==> src/lane_pkg.sv <==
package lane_pkg;

	//////////////////////////////////////////////////////////////////////
	// Lane geometry
	//////////////////////////////////////////////////////////////////////
	localparam int NUM_THREADS  = 4;
	localparam int WIDTH_THREAD = $clog2(NUM_THREADS);
	localparam int NUM_REGS     = 16;
	localparam int WIDTH_LREG   = $clog2(NUM_REGS);
	localparam int WIDTH_PREG   = WIDTH_THREAD + WIDTH_LREG;
	localparam int NUM_PREGS    = NUM_THREADS * NUM_REGS;
	localparam int WIDTH_DATA   = 32;
	localparam int WIDTH_IMM    = 16;

	typedef logic [WIDTH_DATA-1:0]   data_t;
	typedef logic [WIDTH_THREAD-1:0] thread_t;
	typedef logic [WIDTH_LREG-1:0]   lreg_t;
	typedef logic [WIDTH_PREG-1:0]   preg_t;
	typedef logic [WIDTH_IMM-1:0]    imm_t;

	// Opcodes as they appear in the command stream
	typedef enum logic [3:0] {
		NOP = 4'h0,
		LDI = 4'h1,
		ADD = 4'h2,
		SUB = 4'h3,
		MUL = 4'h4,
		AND = 4'h5,
		OR  = 4'h6,
		XOR = 4'h7,
		SLT = 4'h8,
		MOV = 4'h9,
		RD  = 4'hA
	} op_t;

	typedef struct packed {
		logic    valid;
		thread_t thread;
		op_t     op;
		lreg_t   dst;
		lreg_t   src1;
		lreg_t   src2;
		imm_t    imm;
		logic    masked;
	} cmd_t;

endpackage

==> src/wb_if.sv <==
`timescale 1ns/1ps

// Write-back bundle from the execute stage
interface wb_if
	import lane_pkg::*;
();
	logic  valid;
	preg_t dst;
	data_t data;
	logic  to_mask;

	// Execute side
	modport source (output valid, dst, data, to_mask);

	// Register bank, mask register and forwarding
	modport sink (input valid, dst, data, to_mask);

endinterface

==> src/mask_reg.sv <==
`timescale 1ns/1ps

module mask_reg
	import lane_pkg::*;
(
	input  logic                   clock,
	input  logic                   reset,
	wb_if.sink                     wb,
	input  thread_t                thread,
	output logic                   mask_bit,
	output logic [NUM_THREADS-1:0] mask
);

	thread_t wb_thread;
	logic    wb_set;

	// Owning thread comes from the window bits of the entry
	assign wb_thread = wb.dst[WIDTH_PREG-1 -: WIDTH_THREAD];
	assign wb_set    = wb.valid & wb.to_mask;

	always_ff @(posedge clock) begin
		if (reset) begin
			mask <= '0;
		end else if (wb_set) begin
			mask[wb_thread] <= wb.data[0];
		end
	end

	// Pending compare result wins over the stored bit
	assign mask_bit = (wb_set && wb_thread == thread) ? wb.data[0] : mask[thread];

endmodule

==> src/flat_wrapper.sv <==
// flat-port wrapper written by rule: the top's interface ports become plain ports
module mask_reg_flat import lane_pkg::*;
  (clock, reset, thread, mask_bit, mask, wb_valid, wb_dst, wb_data, wb_to_mask);
  wb_if wb_i ();
  input  logic clock;
  input  logic reset;
  input  thread_t thread;
  output logic mask_bit;
  output logic [NUM_THREADS-1:0] mask;
  input wire logic [$bits(wb_i.valid)-1:0] wb_valid;
  input wire logic [$bits(wb_i.dst)-1:0] wb_dst;
  input wire logic [$bits(wb_i.data)-1:0] wb_data;
  input wire logic [$bits(wb_i.to_mask)-1:0] wb_to_mask;
  assign wb_i.valid = wb_valid;
  assign wb_i.dst = wb_dst;
  assign wb_i.data = wb_data;
  assign wb_i.to_mask = wb_to_mask;
  mask_reg u_core (.clock(clock), .reset(reset), .wb(wb_i), .thread(thread), .mask_bit(mask_bit), .mask(mask));
endmodule
==> config.mk <==
export PLATFORM = sky130hd
export DESIGN_NAME = mask_reg_flat
export DESIGN_NICKNAME = d
export VERILOG_FILES = /design/src/lane_pkg.sv /design/src/wb_if.sv /design/src/mask_reg.sv /design/src/flat_wrapper.sv
export SDC_FILE = /design/constraint.sdc
export NUM_CORES = 1
export LEC_CHECK = 0
export BUFFER_PORTS_ARGS = -buffer_cell sky130_fd_sc_hd__buf_2
export CORE_AREA = 4 4 41 43
export CTS_CLUSTER_SIZE = 16
export DETAILED_ROUTE_END_ITERATION = 10
export DIE_AREA = 0 0 45 47
export PLACE_DENSITY_LB_ADDON = 0.2
export SETUP_SLACK_MARGIN = 0.4
export SLEW_MARGIN = 20
export SYNTH_ARGS = -nofsm -noshare
export SYNTH_HDL_FRONTEND = slang
export SYNTH_SLANG_ARGS = --single-unit
export TNS_END_PERCENT = 30
==> constraint.sdc <==
create_clock -name clock -period 3.34 [get_ports clock]
set_input_delay 0.334 -clock clock [delete_from_list [all_inputs] [get_ports clock]]
set_output_delay 0.334 -clock clock [all_outputs]
set_load 0.005 [all_outputs]
==> out/qor.csv <==
metric,value,unit
largest net degree at the start of global routing,6,
Antenna diodes,0,
main combinational cell family by area after synthesis,multiplexers,
Tmin final,1730,ps
"Setup Fix Bufs, Post-CTS",0,
"flops & latches, synth",4,
power density cells,377,mW/mm²
row count,13,
Worst Tran Pin Value,130,ps
Root Driver,clkbuf_4,
wire per inst,10.8,µm
Ports,49,
Synth Area in XOR/XNOR,0.0753,
Setup Skew,0,ps
first-pass GRT wire length,931,µm
CTS Buffer Depth,2,
Synth area leaders,"dfxtp_1 (34%), mux2i_1 (17%), mux4_2 (9.7%)",
CTS tree,built,
number of fill cells,148,
Post-DP HPWL,451,µm
Placed Cells,49,
status,"finished, final reports clean",
"Largest delay share family, worst path",multiplexers,
Max Cap Viol,0,
worst-skew pair later-pin latency,230,ps
CTS Hold Buffers Added,0,
clock sinks,4,
f_max,579,MHz
Final Util,0.261,
Post-Syn Area,233,µm²
DRT iter0 DRCs,2,
Final Non-Filler Cells,52,
Finish-stage setup viols,0,
Die Wd,45,µm
Post-synth EDFFs,0,
crit path capture type,output pin,
synth cell count leaders,"dfxtp_1 (4), mux2i_1 (4), nor2_1 (4)",
post-synth top area cell,dfxtp_1,
Setup CP Type,register to output pin,
slowest cell on the critical path,mux4_2,
Placeable Area,0.00130,mm²
post-synthesis sequential area ratio,0.344,
Die Y,47,µm
Setup WS post-layout,1610,ps
# DRC,0,
Initial Utilization,0.179,
required time worst endpoint,3010,ps
"Avg Cell Area, Syn",11.1,µm²
worst-path maximum fanout,3,
antenna violations before repair,0,
share of the synthesized area in the top cell type,0.344,
Crit path largest cell delay,460,ps
Area growth syn-to-layout,45.7,%
Total Power,0.128,mW
nets,83,
setup_tns,0,ps
crit share post-route,0.517,
RSZ-0062 raised after global routing,false,
gpl congestion,0.761,
"CTS clk-pin slew, worst paths",40,ps
Post-Route WL,560,µm
syn_nets,65,
Relative slew margins,0.911,
die area,0.00212,mm²
crit path launch type,register,
Synth Area in Simple Gates,0.247,
arrival time of the worst setup path,1390,ps
number of global-route vias before repair,222,
hold crit path type,input pin to register,
max FFs per register,4,
Avg Vias per Cell,4.29,
H-Tree Depth,1,
Yosys warning count,0,
mux share of post-synthesis cell area,0.333,
routed vias,223,
Max Slew Vio Count,0,
synth unique cells,9,
grt ovf,0,
cell count after synthesis,21,
GRT Util Overall,0.0688,
ys flop type,dfxtp_1,
compound-gate portion of the synthesized area,0,
"Cell Chain, Critical Path",mux4_2 -> mux2_4 -> buf_2,
ys async rst share,0,
WP buf/inv,1,
Leakage,0.170,nW
layout cells sized above 1,0.514,
Final ANT Viol Nets,0,
post-synthesis adder-cell area fraction,0,
Post-CTS Resized,0,
CTS buffer count,3,
PortBufs,13,
drt first pass iters,2,
setup slack at placement,1680,ps
final-report hold violation count,0,
peak supply drop,0.000128,V
## cells in the final DEF, fill, tap and decap left out, drive strengths merged
master / n
nor2: 4
clkbuf: 3
mux4: 1
and4bb: 1
nand4b: 2
buf: 13
nand4: 2
mux2i: 4
mux2: 1
dfxtp: 4
xnor2: 2
## routing by layer
metal	vias up	global-route usage	wire [µm]
met5	-	0	0
met4	0	0.0877	25
met3	4	0.0421	90
met2	13	0.0678	199
met1	92	0.0845	245
li1	114	-	-
## power breakdown
part	leakage [nW]	internal, mW	total (mW)	switching, mW
logic	0.123	0.0104	0.0189	0.00849
clock network	0.0138	0.0401	0.0593	0.0191
registers	0.0324	0.0491	0.0498	0.000654
## area by class of cell
cell class / instances / area, µm² / share of cell area
Tap cell: 15 / 18.8 / 0.0554
Timing Repair Buffer: 13 / 65.1 / 0.192
Sequential cell: 4 / 80.1 / 0.236
Multi-Input combinational cell: 17 / 153 / 0.450
Clock buffer: 3 / 22.5 / 0.0664
## path summary, 6_finish.rpt
check	start	endpoint	slack (ps)	depth (start not counted)
worst max-delay path	u_core.mask[3]	mask_bit	1610	3
worst min register to register	u_core.mask[0]	u_core.mask[0]	510	2
worst min-delay path	reset	u_core.mask[0]	300	2
worst max register to register	u_core.mask[1]	u_core.mask[1]	2730	2
## stage by stage
step / cell area [µm²] / hold WS (ps)
after floorplan: 233 / 406
after global placement: 317 / 514
after detailed placement: 317 / 513
after CTS: 339 / 297
after global routing: 339 / 310
final: 339 / 304
## logic make-up after synthesis
logic type,Yosys count
flops,4
simple gates,9
mux,6
xor+xnor,2
Note: power is estimated with default switching activity, not from simulation.
