### src/lane_pkg.sv
package lane_pkg;

	//////////////////////////////////////////////////////////////////////
	// Lane geometry
	//////////////////////////////////////////////////////////////////////
	localparam int NUM_THREADS  = 4;
	localparam int WIDTH_THREAD = $clog2(NUM_THREADS);
	localparam int NUM_REGS     = 16;
	localparam int WIDTH_LREG   = $clog2(NUM_REGS);
	localparam int WIDTH_PREG   = WIDTH_THREAD + WIDTH_LREG;
	localparam int NUM_PREGS    = NUM_THREADS * NUM_REGS;
	localparam int WIDTH_DATA   = 32;
	localparam int WIDTH_IMM    = 16;

	typedef logic [WIDTH_DATA-1:0]   data_t;
	typedef logic [WIDTH_THREAD-1:0] thread_t;
	typedef logic [WIDTH_LREG-1:0]   lreg_t;
	typedef logic [WIDTH_PREG-1:0]   preg_t;
	typedef logic [WIDTH_IMM-1:0]    imm_t;

	// Opcodes as they appear in the command stream
	typedef enum logic [3:0] {
		NOP = 4'h0,
		LDI = 4'h1,
		ADD = 4'h2,
		SUB = 4'h3,
		MUL = 4'h4,
		AND = 4'h5,
		OR  = 4'h6,
		XOR = 4'h7,
		SLT = 4'h8,
		MOV = 4'h9,
		RD  = 4'hA
	} op_t;

	typedef struct packed {
		logic    valid;
		thread_t thread;
		op_t     op;
		lreg_t   dst;
		lreg_t   src1;
		lreg_t   src2;
		imm_t    imm;
		logic    masked;
	} cmd_t;

endpackage

### src/wb_if.sv
`timescale 1ns/1ps

// Write-back bundle from the execute stage
interface wb_if
	import lane_pkg::*;
();
	logic  valid;
	preg_t dst;
	data_t data;
	logic  to_mask;

	// Execute side
	modport source (output valid, dst, data, to_mask);

	// Register bank, mask register and forwarding
	modport sink (input valid, dst, data, to_mask);

endinterface

### src/reg_bank.sv
`timescale 1ns/1ps

module reg_bank
	import lane_pkg::*;
(
	input  logic  clock,
	input  logic  reset,
	input  preg_t rd_addr1,
	input  preg_t rd_addr2,
	output data_t rd_data1,
	output data_t rd_data2,
	input  logic  hold,
	wb_if.sink    wb
);

	data_t bank [NUM_PREGS];

	// Register write from the write-back bundle
	always_ff @(posedge clock) begin
		if (reset) begin
			for (int i = 0; i < NUM_PREGS; i++) begin
				bank[i] <= '0;
			end
		end else if (wb.valid && !wb.to_mask) begin
			bank[wb.dst] <= wb.data;
		end
	end

	// Two read ports return the old word on a same-edge write
	always_ff @(posedge clock) begin
		if (reset) begin
			rd_data1 <= '0;
			rd_data2 <= '0;
		end else if (!hold) begin
			rd_data1 <= bank[rd_addr1];
			rd_data2 <= bank[rd_addr2];
		end
	end

endmodule

### src/flat_wrapper.sv
// flat-port wrapper written by rule: the top's interface ports become plain ports
module reg_bank_flat import lane_pkg::*;
  (clock, reset, rd_addr1, rd_addr2, rd_data1, rd_data2, hold, wb_valid, wb_dst, wb_data, wb_to_mask);
  wb_if wb_i ();
  input  logic clock;
  input  logic reset;
  input  preg_t rd_addr1;
  input  preg_t rd_addr2;
  output data_t rd_data1;
  output data_t rd_data2;
  input  logic hold;
  input wire logic [$bits(wb_i.valid)-1:0] wb_valid;
  input wire logic [$bits(wb_i.dst)-1:0] wb_dst;
  input wire logic [$bits(wb_i.data)-1:0] wb_data;
  input wire logic [$bits(wb_i.to_mask)-1:0] wb_to_mask;
  assign wb_i.valid = wb_valid;
  assign wb_i.dst = wb_dst;
  assign wb_i.data = wb_data;
  assign wb_i.to_mask = wb_to_mask;
  reg_bank u_core (.clock(clock), .reset(reset), .rd_addr1(rd_addr1), .rd_addr2(rd_addr2), .rd_data1(rd_data1), .rd_data2(rd_data2), .hold(hold), .wb(wb_i));
endmodule
### config.mk
export PLATFORM = sky130hd
export DESIGN_NAME = reg_bank_flat
export DESIGN_NICKNAME = d
export VERILOG_FILES = /design/src/lane_pkg.sv /design/src/wb_if.sv /design/src/reg_bank.sv /design/src/flat_wrapper.sv
export SDC_FILE = /design/constraint.sdc
export NUM_CORES = 2
export LEC_CHECK = 0
export CORE_ASPECT_RATIO = 1.75
export CORE_UTILIZATION = 40
export DETAILED_ROUTE_END_ITERATION = 16
export DONT_BUFFER_PORTS = 1
export HOLD_SLACK_MARGIN = 0.15
export MAX_ROUTING_LAYER = met4
export SYNTH_ARGS = -nofsm -noshare
export SYNTH_HDL_FRONTEND = slang
export SYNTH_SLANG_ARGS = --single-unit
### constraint.sdc
create_clock -name clock -period 4.15 [get_ports clock]
set_clock_uncertainty 0.15 [all_clocks]
set_input_delay 1.245 -clock clock [delete_from_list [all_inputs] [get_ports clock]]
set_output_delay 1.245 -clock clock [all_outputs]
set_load 0.03 [all_outputs]
==> results.toml <==
[outcome]
status = "finished, violations left"
violations = "slew limit"

[grt]
grt_pass1_vias = 74000
grt_usage = 0.350
grt_pass1_wl_um = 647000
antenna_found_initial = 72
grt_max_degree = 488
grt_overflow = 0

[placed_design]
gp_congestion = 0.992
dp_hpwl_um = 305000
dpl_worst_slack_ns = -1.25
place.port_buffers = 0
dp_cells = 10900

[routing]
num_vias = 75500
dr.pass1.iters = 8
ant_nets = 0
drt_wl_total_um = 492000
viasPerCell = 6.63
route.detailed.drc = 0
drt_iter0_drc = 11600
wire_per_inst_um = 43.2

[synth]
syn_area_per_cell_um2 = 14.8
async_flop_share = 0
yosys_warnings = 0
synth_area_leader_cell = "edfxtp_1"
synthCells = 7564
synthTopCellsByArea = "edfxtp_1, mux4_2, and2_1"
synth-main-ff-cell = "edfxtp_1"
synth_edf_count = 2048
synth.net_count = 7619
netlist_area_mm2 = 0.112
synth.distinct_cells = 70
synth-seq-cells = 2112
synth_top_area_share = 0.548
ys_seq_area_frac = 0.560

[die]
die_w_um = 402
core_mm2 = 0.278
floorplan.die_area_mm2 = 0.283
die_height_um = 703
start_util = 0.403
rows = 256
io_pins = 119

[critical_path]
cp.required_ns = 4.79
reg2reg_slack_ns = 1.18
endpoint = "u_core.rd_data1[20]$_SDFFE_PP0N_"
worstReg2RegEnd = "u_core.rd_data1[25]$_SDFFE_PP0N_"
critPathKind = "primary input to register"
end_kind = "register"
crit_fanout = 78
critPathArrivalTime_ns = 4.75
start_kind = "primary input"
r2r_start = "u_core.bank[57][25]$_SDFFCE_PN0P_"
reg2reg_depth = 5
setup.worst_path.start = "rd_addr1[0]"

[sta]
period_minus_slack_ns = 4.11
rsz0062_at_grt = "false"
fin_ws_ns = 0.0390
final.period_utilization = 0.991
setup_violations = 0
fmax_ghz = 0.243
tns_ns = 0
tightest_slew_ns = 1.94
relSlewSlack = -0.296
hold_viol = 0
slew_violations = 223

[finish]
layout_commonest_cell = "and2_1"
mostFrequentLayoutCells = "and2_1, edfxtp_1, mux4_2, mux2i_1, buf_4"
final_cells = 11400
layout.nets = 7569
drive_gt1_frac = 0.256
areaGrowthSynthToFinish_pct = 12.7

[power_and_ir_drop]
p_leak_nw = 43.9
p_per_area_mw_per_mm2 = 398
irDropWorstVdd_mv = 0.350

[cts]
cts_buffer_depth = 4
postCtsSetupBuffers = 0
clk_latency_ns = 0.91
numCtsBuffers = 198
cts.clk_slew.worst_paths_ns = 0.07
cts_root_buffer = "clkbuf_16"
htreeDepth = 4
clock_sinks = 2112
cts_tree = "built"

[job]
maxCapViolCount = 0

[hold_path]
hp-class = "primary input to register"
-- worst max-delay path, cell delays in order --
cell	delay (ns)
buf_16	0.31
buf_16	0.61
buf_16	0.37
mux4_2	0.59
mux4_2	0.53
a22oi_2	0.54
nand3_1	0.13
-- cell usage after synthesis, types with 48 or more instances --
cell type  count
a21oi_1       66
a22oi_1       85
and2_1      2063
buf_2        126
buf_4         87
clkbuf_1     532
dfxtp_1       64
edfxtp_1    2048
mux2_2        76
mux2i_1      429
mux4_2       877
nand2_1      145
nand3_1       48
nor2_1       111
o21ai_0       62
o221ai_1      60
o22ai_1       96
or2_2         67
-- where the power goes --
part / switching, mW / internal, mW
logic: 3.29 / 2.62
clock network: 8.49 / 10.5
registers: 0.994 / 24.5
total: 12.8 / 37.6
-- kinds of logic (layout without fill, tap and decap cells) --
group	Yosys count	count (layout)	synth area share
AND/OR/NAND/NOR	2571	2571	0.137
flip-flops	2112	2112	0.560
multiplexers	1407	1407	0.228
buffers and inverters	840	940	0.0346
AO/OA/AOI/OAI	634	634	0.0409
other	0	97	0
-- metal layers --
metal	GRT usage	part of all wire	vias to the layer above
li1	-	-	29000
met1	0.359	0.30	39100
met2	0.551	0.47	5654
met3	0.0871	0.11	1772
met4	0.328	0.12	0
met5	-	0	-
-- worst min path at each step --
stage,from,end,slack (ns),cells after the start
floorplan,u_core.rd_data2[18]$_SDFFE_PP0N_,u_core.rd_data2[18]$_SDFFE_PP0N_,0.45,2
global placement,u_core.rd_data2[18]$_SDFFE_PP0N_,u_core.rd_data2[18]$_SDFFE_PP0N_,0.56,2
detailed placement,u_core.rd_data2[18]$_SDFFE_PP0N_,u_core.rd_data2[18]$_SDFFE_PP0N_,0.57,2
CTS,wb_data[2],u_core.bank[7][2]$_SDFFCE_PN0P_,0.36,1
global route,wb_data[2],u_core.bank[7][2]$_SDFFCE_PN0P_,0.39,1
finish,wb_data[28],u_core.bank[43][28]$_SDFFCE_PN0P_,0.39,1
-- flip-flops by register name, summed over array words and instances (netlist names) --
name             flops
u_core.bank       2048
u_core.rd_data1     32
u_core.rd_data2     32
-- cell type report --
cell class	count	area [um^2]
diodes	97	243
fillers	24100	152000
flip-flops and latches	2112	62800
inverters	19	73.8
clock inverters	88	1020
repair buffers	571	6440
clock buffers	262	5380
well taps	3612	4520
multi-input cells	4612	46000
-- per-stage QoR --
stage	util	power, mW	hold slack, ns	area (um^2)
detailed placement	0.429	31.3	0.567	119000
global placement	0.428	31.0	0.562	119000
floorplan	-	29.0	0.445	112000
finish	0.454	50.4	0.392	126000
global route	0.454	51.1	0.387	126000
CTS	0.452	49.9	0.358	126000
-- timing repair --
| item | 4_1_cts | 5_1_grt |
|---|---|---|
| endpoints found under the setup margin | 4 | 61 |
| gates resized for setup | 0 | 1 |
| gates cloned | 2 | 8 |
| hold buffers | 0 | 0 |
Note: power is estimated with default switching activity, not from simulation.
