`src/lane_pkg.sv`:
```
package lane_pkg;

	//////////////////////////////////////////////////////////////////////
	// Lane geometry
	//////////////////////////////////////////////////////////////////////
	localparam int NUM_THREADS  = 4;
	localparam int WIDTH_THREAD = $clog2(NUM_THREADS);
	localparam int NUM_REGS     = 16;
	localparam int WIDTH_LREG   = $clog2(NUM_REGS);
	localparam int WIDTH_PREG   = WIDTH_THREAD + WIDTH_LREG;
	localparam int NUM_PREGS    = NUM_THREADS * NUM_REGS;
	localparam int WIDTH_DATA   = 32;
	localparam int WIDTH_IMM    = 16;

	typedef logic [WIDTH_DATA-1:0]   data_t;
	typedef logic [WIDTH_THREAD-1:0] thread_t;
	typedef logic [WIDTH_LREG-1:0]   lreg_t;
	typedef logic [WIDTH_PREG-1:0]   preg_t;
	typedef logic [WIDTH_IMM-1:0]    imm_t;

	// Opcodes as they appear in the command stream
	typedef enum logic [3:0] {
		NOP = 4'h0,
		LDI = 4'h1,
		ADD = 4'h2,
		SUB = 4'h3,
		MUL = 4'h4,
		AND = 4'h5,
		OR  = 4'h6,
		XOR = 4'h7,
		SLT = 4'h8,
		MOV = 4'h9,
		RD  = 4'hA
	} op_t;

	typedef struct packed {
		logic    valid;
		thread_t thread;
		op_t     op;
		lreg_t   dst;
		lreg_t   src1;
		lreg_t   src2;
		imm_t    imm;
		logic    masked;
	} cmd_t;

endpackage

```
`src/wb_if.sv`:
```
`timescale 1ns/1ps

// Write-back bundle from the execute stage
interface wb_if
	import lane_pkg::*;
();
	logic  valid;
	preg_t dst;
	data_t data;
	logic  to_mask;

	// Execute side
	modport source (output valid, dst, data, to_mask);

	// Register bank, mask register and forwarding
	modport sink (input valid, dst, data, to_mask);

endinterface

```
`src/exec_unit.sv`:
```
`timescale 1ns/1ps

module exec_unit
	import lane_pkg::*;
(
	input  logic  clock,
	input  logic  reset,
	input  logic  hold,
	input  cmd_t  cmd,
	input  preg_t phys_dst,
	input  data_t opnd1,
	input  data_t opnd2,
	input  logic  mask_bit,
	wb_if.source  wb,
	output logic  commit,
	output data_t result
);

	data_t alu_out;
	data_t imm_ext;
	logic  issue;
	logic  write_ok;
	logic  commit_q;

	assign imm_ext = {{(WIDTH_DATA-WIDTH_IMM){cmd.imm[WIDTH_IMM-1]}}, cmd.imm};

	//////////////////////////////////////////////////////////////////////
	// Integer datapath
	//////////////////////////////////////////////////////////////////////
	always_comb begin
		case (cmd.op)
			LDI:     alu_out = imm_ext;
			ADD:     alu_out = opnd1 + opnd2;
			SUB:     alu_out = opnd1 - opnd2;
			MUL:     alu_out = data_t'(opnd1 * opnd2);
			AND:     alu_out = opnd1 & opnd2;
			OR:      alu_out = opnd1 | opnd2;
			XOR:     alu_out = opnd1 ^ opnd2;
			SLT:     alu_out = ($signed(opnd1) < $signed(opnd2)) ? 32'd1 : 32'd0;
			MOV:     alu_out = opnd1;
			RD:      alu_out = opnd1;
			default: alu_out = '0;
		endcase
	end

	// Every real command commits
	assign issue = cmd.valid && (cmd.op != NOP);

	// Masked commands with a clear bit still commit but skip write-back
	assign write_ok = issue && (cmd.op != RD) && !(cmd.masked && !mask_bit);

	//////////////////////////////////////////////////////////////////////
	// Stage C registers
	//////////////////////////////////////////////////////////////////////
	always_ff @(posedge clock) begin
		if (reset) begin
			commit_q <= 1'b0;
			wb.valid <= 1'b0;
		end else if (!hold) begin
			commit_q <= issue;
			wb.valid <= write_ok;
		end
	end

	always_ff @(posedge clock) begin
		if (!hold) begin
			result     <= alu_out;
			wb.dst     <= phys_dst;
			wb.data    <= alu_out;
			wb.to_mask <= (cmd.op == SLT);
		end
	end

	// A held commit shows once, in the first enabled cycle
	assign commit = commit_q & ~hold;

endmodule

```
`src/flat_wrapper.sv`:
```
// flat-port wrapper written by rule: the top's interface ports become plain ports
module exec_unit_flat import lane_pkg::*;
  (clock, reset, hold, cmd, phys_dst, opnd1, opnd2, mask_bit, commit, result, wb_valid, wb_dst, wb_data, wb_to_mask);
  wb_if wb_i ();
  input  logic clock;
  input  logic reset;
  input  logic hold;
  input  cmd_t cmd;
  input  preg_t phys_dst;
  input  data_t opnd1;
  input  data_t opnd2;
  input  logic mask_bit;
  output logic commit;
  output data_t result;
  output wire logic [$bits(wb_i.valid)-1:0] wb_valid;
  output wire logic [$bits(wb_i.dst)-1:0] wb_dst;
  output wire logic [$bits(wb_i.data)-1:0] wb_data;
  output wire logic [$bits(wb_i.to_mask)-1:0] wb_to_mask;
  assign wb_valid = wb_i.valid;
  assign wb_dst = wb_i.dst;
  assign wb_data = wb_i.data;
  assign wb_to_mask = wb_i.to_mask;
  exec_unit u_core (.clock(clock), .reset(reset), .hold(hold), .cmd(cmd), .phys_dst(phys_dst), .opnd1(opnd1), .opnd2(opnd2), .mask_bit(mask_bit), .wb(wb_i), .commit(commit), .result(result));
endmodule
```
`config.mk`:
```
export PLATFORM = sky130hd
export DESIGN_NAME = exec_unit_flat
export DESIGN_NICKNAME = d
export VERILOG_FILES = /design/src/lane_pkg.sv /design/src/wb_if.sv /design/src/exec_unit.sv /design/src/flat_wrapper.sv
export SDC_FILE = /design/constraint.sdc
export NUM_CORES = 1
export LEC_CHECK = 0
export BUFFER_PORTS_ARGS = -buffer_cell sky130_fd_sc_hd__buf_2
export CAP_MARGIN = 10
export CORE_MARGIN = 3
export CORE_UTILIZATION = 45
export CTS_CLUSTER_SIZE = 30
export DETAILED_ROUTE_END_ITERATION = 6
export PLACE_DENSITY_LB_ADDON = 0.1
export SYNTH_ARGS = -nofsm -noshare
export SYNTH_HDL_FRONTEND = slang
export SYNTH_SLANG_ARGS = --single-unit
```
`constraint.sdc`:
```
create_clock -name clock -period 12.57 [get_ports clock]
set_input_delay 1.257 -clock clock [delete_from_list [all_inputs] [get_ports clock]]
set_output_delay 1.257 -clock clock [all_outputs]
set_load 0.02 [all_outputs]
```
==> key figures <==
Status
  – Run status: finished with violations
  – Failing checks: DRC

Critical path
  – Delay-heaviest family, CP: adder cells
  – CP Max Fanout: 18
  – Required time worst endpoint: 12.61 ns
  – Crit. End Element: register
  – Crit path largest cell delay: 1.03 ns
  – CP Launch Type: input pin
  – CP Data Arrival Time: 9.79 ns
  – CP dominant cell by count: fa_1
  – CP max-delay cell: clkinv_1
  – WP buf/inv: 4
  – Setup CP Type: in2reg
  – CP Cell Sequence: buf_2 -> clkinv_1 -> nor2_1 -> fa_1 -> fa_1 -> inv_1 -> fa_1 -> fa_1 -> inv_1 -> ha_1 -> ha_1 -> fa_1 -> fa_1 -> ha_1 -> and3_1 -> nand2_1 -> a211oi_1 -> o21ai_1 -> a21boi_1 -> a21oi_1 -> o21ai_1 -> a2111oi_0 -> o21a_1 -> or3_1

Timing
  – Tmin final: 9.75 ns
  – Hold slack final: 0.461 ns
  – Fin. Hold Viols: 0
  – Headroom to the max-slew limit: 20.7%
  – Tightest Pin Transition: 1.18 ns
  – Clock skew: 0 ns
  – Max Freq: 0.103 GHz
  – RSZ-0062 raised after global routing: no
  – Setup TNS: 0 ns
  – Final setup fails: 0
  – Slew Viols, Final: 0
  – Tcrit/Tclk final: 77.6%

Logic synthesis
  – Post-synth EDFFs: 39
  – Post-synthesis net count: 3344
  – Syn Area/Cell: 8.30 um2
  – Yosys warns: 0
  – Largest family of logic cells by synthesized area: adder cells
  – Compound-cell area share of the yosys netlist: 13.4%
  – Synth Area in Adders: 50.7%
  – Post-synth ARST share: 0%
  – Synth Area in Simple Gates: 14.9%
  – Mapped Cells: 2605
  – Primary FF master, synth: edfxtp_1
  – Post-Synth XOR/XNOR Area: 3.40%
  – Post-Synthesis Cell Area: 21600 um2
  – Synth Register Bits: 41
  – Distinct cells, synth: 84
  – Mux contribution to synthesized area: 0.237%
  – Post-synthesis sequential area ratio: 5.60%

GRT
  – Number of global-route vias before repair: 20120
  – Busiest layer in global routing: met2
  – First-pass GRT wire length: 127000 um
  – Global route total overflow: 0
  – Initial antenna violation count: 3
  – GRT Total Usage: 34.0%
  – M3 GR Usage: 6.62%
  – Largest net degree at the start of global routing: 41
  – GR Util met2: 55.6%
  – Met1 usage: 45.3%

Floorplanning
  – Die footprint: 50700 um2
  – Initial Util: 46.0%
  – IO Count: 183
  – Chip width: 225 um
  – FP Rows: 79
  – Die Y-Extent: 225 um
  – Area of the core: 47000 um2

Clock tree
  – Setup bufs post-CTS: 0
  – Root buffer cell: clkbuf_16
  – Total CTS buffers: 5
  – Hold buffers post-CTS: 0
  – Clock transition at path regs: 0.06 ns
  – Resize count post-CTS: 0
  – Clock Path Buffers: 2
  – Clock sinks: 41
  – CTS H-tree lvls: 2
  – Clk_lat worst skew: 0.29 ns
  – CTS tree: yes

Detailed routing
  – Post-route ant nets: 0
  – Drt total wl: 84300 um
  – DR pass1 iterations: 7
  – DR DRC count: 8
  – Wire per inst: 25.9 um
  – Routed vias: 19201
  – Vias per cell: 5.89
  – DRT iter0 DRCs: 1697

Layout
  – Final net count: 3389
  – Synth-to-layout area growth: 6.05%
  – Most common cell after layout, fill and taps aside: inv_1
  – Most frequent cells in the layout: inv_1 (461), fa_1 (410), nor2_1 (387), nand2_1 (303), ha_1 (219)
  – Share of post-route cells with drive strength above 1: 9.24%
  – Final core area utilization: 48.8%

Placement
  – IO Port Bufs: 168
  – GPL Wtd Cong: 0.963
  – HPWL Detailed: 66400 um

Run
  – Max cap viols: 0

Min path
  – Hold WC Path Type: reg2reg
[synth_stat cells, types with 18 or more instances]
library cell	count	share of area (%)
nand3_1	18	0.42
a221oi_1	33	1.3
nor2_1	390	6.8
buf_1	20	0.35
o21ai_0	63	1.5
xor2_1	20	0.81
edfxtp_1	39	5.4
fa_1	410	38
nand2_1	303	5.3
inv_1	461	8.0
a21o_1	26	0.90
xnor2_1	64	2.6
o211ai_1	18	0.63
nor3_1	18	0.42
buf_4	34	1.2
ha_1	219	13
clkbuf_1	99	1.7
a21oi_1	96	2.2
[layer usage]
metal,routed length (um),up-vias
met2,39200,978
met4,3830,2
li1,-,8293
met1,33700,9736
met5,13,-
met3,7500,192
[metrics by stage]
step                setup WS (ns)  cell area, um2  cells
finish                       2.82           22900   3259
global route                 2.56           22900   3258
CTS                          2.96           22900   3258
detailed placement           2.67           22700   3250
global placement             2.71           22700   3250
floorplan                    4.28           21600   2605
[tightest hold or removal path: stages, from the launching register on]
cell and delay [ns]:
dfxtp_1 0.31, nand2_1 0.06, a21oi_1 0.06
[kinds of logic (layout without fill, tap and decap cells)]
family	Yosys count	after routing
XOR/XNOR	84	84
multiplexers	5	5
buffers and inverters	641	687
other	0	1
flip-flops	41	41
adder cells (fa/ha/maj)	629	629
AO/OA/AOI/OAI	411	411
AND/OR/NAND/NOR	794	794
[sequential cells by signal, summed over array words and instances, names as in the netlist]
register	flops
u_core.wb.valid	1
u_core.result	32
u_core.wb.dst	6
u_core.wb.to_mask	1
u_core.commit_q	1
[area by class of cell]
| class | instances | area [um2] |
|---|---|---|
| Fill cell | 4614 | 24000 |
| Multi-Input combinational cell | 1923 | 17900 |
| Inverter | 480 | 1800 |
| Sequential cell | 41 | 1210 |
| Timing Repair Buffer | 199 | 1070 |
| Tap cell | 607 | 759 |
| Clock buffer | 5 | 125 |
| Clock inverter | 3 | 68.8 |
| Antenna cell | 1 | 2.50 |
[worst paths after layout]
| check | start | to | slack, ns | depth (start not counted) |
|---|---|---|---|---|
| max | opnd1[5] | u_core.result[29] | 2.82 | 24 |
| min | u_core.wb.valid | u_core.wb.valid | 0.46 | 2 |
| max reg2reg | u_core.commit_q | u_core.commit_q | 11.99 | 2 |
| min reg2reg | u_core.wb.valid | u_core.wb.valid | 0.46 | 2 |
Power is not shown: default switching activity piles up to over one toggle a cycle in this logic, so the estimate is an artifact.
