$ cat src/lane_pkg.sv
package lane_pkg;

	//////////////////////////////////////////////////////////////////////
	// Lane geometry
	//////////////////////////////////////////////////////////////////////
	localparam int NUM_THREADS  = 4;
	localparam int WIDTH_THREAD = $clog2(NUM_THREADS);
	localparam int NUM_REGS     = 16;
	localparam int WIDTH_LREG   = $clog2(NUM_REGS);
	localparam int WIDTH_PREG   = WIDTH_THREAD + WIDTH_LREG;
	localparam int NUM_PREGS    = NUM_THREADS * NUM_REGS;
	localparam int WIDTH_DATA   = 32;
	localparam int WIDTH_IMM    = 16;

	typedef logic [WIDTH_DATA-1:0]   data_t;
	typedef logic [WIDTH_THREAD-1:0] thread_t;
	typedef logic [WIDTH_LREG-1:0]   lreg_t;
	typedef logic [WIDTH_PREG-1:0]   preg_t;
	typedef logic [WIDTH_IMM-1:0]    imm_t;

	// Opcodes as they appear in the command stream
	typedef enum logic [3:0] {
		NOP = 4'h0,
		LDI = 4'h1,
		ADD = 4'h2,
		SUB = 4'h3,
		MUL = 4'h4,
		AND = 4'h5,
		OR  = 4'h6,
		XOR = 4'h7,
		SLT = 4'h8,
		MOV = 4'h9,
		RD  = 4'hA
	} op_t;

	typedef struct packed {
		logic    valid;
		thread_t thread;
		op_t     op;
		lreg_t   dst;
		lreg_t   src1;
		lreg_t   src2;
		imm_t    imm;
		logic    masked;
	} cmd_t;

endpackage

$ cat src/index_unit.sv
`timescale 1ns/1ps

module index_unit
	import lane_pkg::*;
(
	input  logic    clock,
	input  logic    reset,
	input  logic    hold,
	input  thread_t thread,
	input  lreg_t   src1,
	input  lreg_t   src2,
	input  lreg_t   dst,
	output preg_t   phys_src1,
	output preg_t   phys_src2,
	output preg_t   phys_dst
);

	preg_t map_src1;
	preg_t map_src2;
	preg_t map_dst;

	// Thread window base sits above the logical number
	assign map_src1 = {thread, src1};
	assign map_src2 = {thread, src2};
	assign map_dst  = {thread, dst};

	// Stage A register
	always_ff @(posedge clock) begin
		if (reset) begin
			phys_src1 <= '0;
			phys_src2 <= '0;
			phys_dst  <= '0;
		end else if (!hold) begin
			phys_src1 <= map_src1;
			phys_src2 <= map_src2;
			phys_dst  <= map_dst;
		end
	end

endmodule

$ cat config.mk
export PLATFORM = sky130hd
export DESIGN_NAME = index_unit
export DESIGN_NICKNAME = d
export VERILOG_FILES = /design/src/lane_pkg.sv /design/src/index_unit.sv
export SDC_FILE = /design/constraint.sdc
export NUM_CORES = 1
export LEC_CHECK = 0
export BUFFER_PORTS_ARGS = -buffer_cell sky130_fd_sc_hd__buf_4
export CORE_ASPECT_RATIO = 1.2
export CORE_UTILIZATION = 30
export CTS_CLUSTER_SIZE = 12
export DETAILED_ROUTE_END_ITERATION = 7
export PLACE_DENSITY = 0.6
export SLEW_MARGIN = 20
export SYNTH_ARGS = -nofsm -noshare
export SYNTH_HDL_FRONTEND = slang
export SYNTH_SLANG_ARGS = --single-unit
$ cat constraint.sdc
create_clock -name clock -period 1.9 [get_ports clock]
set_input_delay 0.095 -clock clock [delete_from_list [all_inputs] [get_ports clock]]
set_output_delay 0.095 -clock clock [all_outputs]
set_load 0.05 [all_outputs]
==> results.py, run 1 <==
metrics = {
    "detailed_routing": {
        "routed_wl_um": 1040,
        "avgRoutedWirePerCell_um": 10.7,
        "wl_met2_um": 538,
        "num_vias": 433,
        "vias_per_cell": 4.46,
        "wl_met1_um": 388,
        "drt-initial-drc-count": 14,
        "drc": 0,
        "dr.max_layer_used": "met4",
        "wl_met3_um": 78,
        "postRouteAntennaNets": 0,
        "dr.pass1.iters": 4,
    },
    "global_route": {
        "antenna_found_initial": 0,
        "first_global_vias": 333,
        "track_usage_pct": 11.8,
        "grt_pass1_wl_um": 1490,
        "grt_max_degree": 15,
        "grt_overflow_total": 0,
    },
    "die": {
        "die_h_um": 48.4,
        "io-pin-count": 35,
        "rows": 16,
        "dieArea_um2": 1970,
        "start_util_pct": 32.4,
        "die_w_um": 40.7,
        "design.core.area_um2": 1660,
    },
    "sta": {
        "final.min_clock_period_ps": 951,
        "slew_viol_final": 0,
        "finClkSkew_ps": 0,
        "post-route-period-util_pct": 50.0,
        "worst_pin_slew_ps": 228,
        "setup_violations": 0,
        "hold_violations": 0,
        "fmax_mhz": 1050,
        "setup_tns_ps": 0,
        "rsz0062_at_grt": "no",
        "slew_headroom_pct": 84.8,
    },
    "critical_path": {
        "crit_family": "flip-flops",
        "cp_max_fo": 4,
        "cp_cell_sequence": "buf_4",
        "cpPeakStageDelay_ps": 370,
        "end_kind": "primary output",
        "required_ps": 1800,
        "path_buf_inv": 1,
        "startpoint": "phys_src1[4]",
        "r2r-start": "phys_dst[2]",
        "slowest_stage": "dfxtp_1",
        "crit_path_start_kind": "register",
        "crit_arrival_ps": 860,
        "criticalPathCategory": "register to primary output",
    },
    "clock_network": {
        "cts_buffer_depth": 2,
        "hold_buffers": 0,
        "root_buffer": "clkbuf_4",
        "cts_tree": "yes",
        "clk_pin_slew_ps": 80,
        "clock_sinks": 14,
        "post_cts_resized": 0,
        "htreeDepth": 1,
        "cts-buffers-inserted": 3,
        "clkLatencyLatePin_ps": 270,
        "postCtsSetupRepairBufs": 0,
    },
    "logic_synthesis": {
        "synth_top_cell_by_area": "dfxtp_1",
        "ys_top_cells_by_area": "dfxtp_1 52%, mux2i_1 26%, nor2_1 9.8%",
        "synth_top_area_share_pct": 52.1,
        "ys_types": 7,
        "synth_seq_cells": 14,
        "syn_nets": 66,
        "syn_inst": 49,
        "yosys_warnings": 0,
        "avgSynthCellArea_um2": 11.0,
        "ys_seq_area_share_pct": 52.1,
        "netlist_area_um2": 538,
    },
    "place": {
        "gp_congestion": 0.689,
        "numPortBuffers": 34,
        "place_inst": 94,
        "place_hpwl_um": 776,
        "placed_area_um2": 751,
    },
    "cells_and_area": {
        "fin_nets": 98,
        "area_growth_pct": 43.7,
        "drive_gt1_share_pct": 46.8,
        "seq_area_um2": 280,
        "fillCellCount": 167,
        "design_area_um2": 773,
        "num_antenna_cells": 0,
        "stdcell_count": 97,
        "multi_input_area_um2": 193,
    },
    "job": {
        "cap_violations": 0,
    },
    "status": {
        "status": "finished clean",
    },
    "pwr": {
        "vdd_drop_max_mv": 0.339,
        "power.density_nw_per_um2": 847,
        "p_leak_nw": 0.409,
    },
    "min_path": {
        "hp-class": "input pin to register",
        "holdCritStartpoint": "thread[1]",
    },
}
[path summary, 6_finish.rpt]
check	end	slack, ps	depth (start not counted)
worst max register to register	phys_dst[2]	1280	2
worst max-delay path	phys_dst[4]	950	1
worst min-delay path	phys_src1[5]	50	3
worst min register to register	phys_dst[1]	500	2
[worst register-to-register path: cells and delay by family, from the launching register on]
family        cells  cell delay (ps)
flops             1              320
mux               1              150
simple gates      1               50
[flip-flops by register name, indices dropped and copies added, names as in the netlist]
signal / flops
phys_src1: 6
phys_dst: 4
phys_src2: 4
[report_power, final]
part | internal [W] | switching, W
combinational | 0.0000653 | 0.000111
clock | 0.0000733 | 0.0000850
sequential | 0.000311 | 0.00000949
[routing by layer]
layer / global-route usage [%] / vias to the layer above
met2: 16.7 / 19
met5: 0 / -
met1: 13.1 / 196
met4: 11.7 / 0
li1: - / 214
met3: 2.75 / 4
[kinds of logic (layout without fill, tap and decap cells)]
kind of cell | count (synthesis) | in the layout | share of synthesized area (%)
simple gates | 14 | 14 | 9.77
mux | 14 | 14 | 26.0
buf+inv | 7 | 37 | 12.1
flops | 14 | 14 | 52.1
[Yosys cell counts]
master / n
buf_12: 1
buf_4: 4
buf_6: 1
clkbuf_1: 1
dfxtp_1: 14
mux2i_1: 14
nor2_1: 14
[cell type report]
cell class / instances / share of cell area, %
multi-input cells: 28 / 24.9
flip-flops and latches: 14 / 36.2
well taps: 18 / 2.91
clock buffers: 3 / 2.91
repair buffers: 34 / 33.0
[per-stage QoR]
| stage | hold slack (ps) | total power (W) | setup slack, ps | utilization [%] |
|---|---|---|---|---|
| finish | 54.1 | 0.000655 | 949 | 46.5 |
| global route | 54.4 | 0.000683 | 907 | 46.5 |
| CTS | 47.3 | 0.000666 | 932 | 46.5 |
| detailed placement | 336 | 0.000505 | 1170 | 45.2 |
| global placement | 330 | 0.000504 | 1180 | 45.2 |
| floorplan | 167 | 0.000452 | 872 | - |
[placed cells by master, fill, tap and decap left out]
| cell type | instances |
|---|---|
| nor2_1 | 14 |
| mux2i_1 | 14 |
| buf_4 | 34 |
| clkbuf_4 | 3 |
| dfxtp_1 | 14 |
Note: power is estimated with default switching activity, not from simulation.
==> run 2: changes to the inputs <==
==> constraint.sdc (replaced) <==
create_clock -name clock -period 0.9 [get_ports clock]
set_input_delay 0.045 -clock clock [delete_from_list [all_inputs] [get_ports clock]]
set_output_delay 0.045 -clock clock [all_outputs]
set_load 0.05 [all_outputs]
==> run 2 against run 1 <==
Compared with the run above:
- final area up 15%
- combinational power rose by 130%
- power increased by 130%
- setup slack got worse by 930 ps
- register-to-register slack got worse by 1000 ps
- clock skew did not move
- highest routed layer unchanged
- critical path depth did not move
- wire length increased by 2.5%
- sequential power rose by 110%
==> results.py, run 2 (synthesis gave the netlist of run 1 again) <==
metrics = {
    "status": {
        "status": "finished clean",
    },
    "die": {
        "start_util_pct": 32.4,
        "die_h_um": 48.4,
        "dieArea_um2": 1970,
        "rows": 16,
        "die_w_um": 40.7,
        "io-pin-count": 35,
        "design.core.area_um2": 1660,
    },
    "cells_and_area": {
        "most-common-layout-cells": "30 x buf_4, 14 x mux2i_1, 14 x nor2_1",
        "reg_top3": "phys_src1 x6, phys_dst x4, phys_src2 x4",
        "final_common_cell": "buf_4",
        "utilization_pct": 53.3,
        "num_antenna_cells": 0,
        "fin_nets": 106,
        "largest_reg_flops": 6,
        "stdcell_count": 106,
        "largest_register": "phys_src1",
        "fillCellCount": 161,
        "drive_gt1_share_pct": 46.6,
        "area_growth_pct": 64.7,
    },
    "clock_network": {
        "cts-buffers-inserted": 3,
        "cts_tree": "yes",
        "clkLatencyLatePin_ps": 270,
        "clk_pin_slew_ps": 80,
        "htreeDepth": 1,
        "cts_buffer_depth": 2,
        "clock_sinks": 14,
        "root_buffer": "clkbuf_4",
    },
    "critical_path": {
        "slowest_stage": "dfxtp_1",
        "criticalPathCategory": "register to primary output",
        "end_kind": "primary output",
        "path_buf_inv": 1,
        "cpPeakStageDelay_ps": 360,
        "reg2reg_slack_ps": 280,
        "cp_cell_sequence": "buf_4",
        "crit_family": "flip-flops",
        "crit_arrival_ps": 830,
        "crit_path_start_kind": "register",
        "required_ps": 850,
        "cp_max_fo": 2,
    },
    "global_route": {
        "grt_max_degree": 15,
        "grt_pass1_wl_um": 1640,
        "track_usage_pct": 11.9,
        "grt_overflow_total": 0,
        "antenna_found_initial": 0,
        "first_global_vias": 432,
    },
    "sta": {
        "rsz0062_at_grt": "yes",
        "fmax_mhz": 1140,
        "hold_violations": 0,
        "worst_pin_slew_ps": 230,
        "setup_violations": 0,
        "finClkSkew_ps": 0,
        "whs_ps": 10.7,
        "slew_headroom_pct": 84.7,
        "final.min_clock_period_ps": 876,
        "slew_viol_final": 0,
        "post-route-period-util_pct": 97.3,
    },
    "detailed_routing": {
        "routed_wl_um": 1060,
        "dr.pass1.iters": 4,
        "postRouteAntennaNets": 0,
        "num_vias": 463,
        "drt-initial-drc-count": 1,
        "vias_per_cell": 4.37,
        "drc": 0,
        "avgRoutedWirePerCell_um": 10.0,
    },
    "place": {
        "numPortBuffers": 34,
        "gp_congestion": 0.572,
        "place_inst": 94,
    },
    "job": {
        "cap_violations": 0,
    },
    "pwr": {
        "vdd_drop_max_mv": 1.01,
        "p_leak_nw": 0.455,
        "power.density_nw_per_um2": 1720,
    },
    "min_path": {
        "hp-class": "input pin to register",
    },
}
## run 2: worst paths after layout
| path | startpoint | to | cells after the start |
|---|---|---|---|
| setup / recovery | phys_src2[2] | phys_src2[2] | 1 |
| hold / removal | src2[2] | phys_src2[2] | 3 |
| setup reg to reg | phys_src1[4] | phys_src1[4] | 2 |
| hold reg to reg | phys_src2[3] | phys_src2[3] | 2 |
## run 2: layer usage
metal	global-route usage, %	wire length [µm]	vias up
li1	-	-	232
met1	12.2	448	205
met2	19.8	512	24
met3	3.21	94	2
met4	6.67	6	0
met5	0	0	-
## run 2: layout make-up
| class | instances | area (µm²) | share of cell area, % |
|---|---|---|---|
| tap | 18 | 22.5 | 2.54 |
| clock buffer | 4 | 36.3 | 4.10 |
| multi-input combinational | 28 | 193 | 21.8 |
| timing repair buffer | 42 | 350 | 39.5 |
| sequential | 14 | 284 | 32.1 |
## run 2: power by group
| group | internal (W) | switching [W] | leakage [nW] |
|---|---|---|---|
| logic | 0.000167 | 0.000238 | 0.317 |
| registers | 0.000658 | 0.0000225 | 0.117 |
| clock network | 0.000246 | 0.000189 | 0.0210 |
| total | 0.00107 | 0.000450 | 0.455 |
## run 2: repair_timing
action / in CTS / in global routing
endpoints found under the setup margin: 0 / 10
setup buffers: 0 / 0
hold buffers: 8 / 0
gates resized for setup: 0 / 5
endpoints found under the hold margin: 8 / 0
## run 2: metrics by stage
stage                     area, µm²  worst slack [ps]  setup TNS (ps)  total power (W)
after floorplan                 541              7.25               0         0.000955
after detailed placement        753               226               0          0.00106
after global routing            886             -8.62           -33.7          0.00160
after CTS                       870              21.2               0          0.00153
final                           886              24.2               0          0.00152
after global placement          753               236               0          0.00106
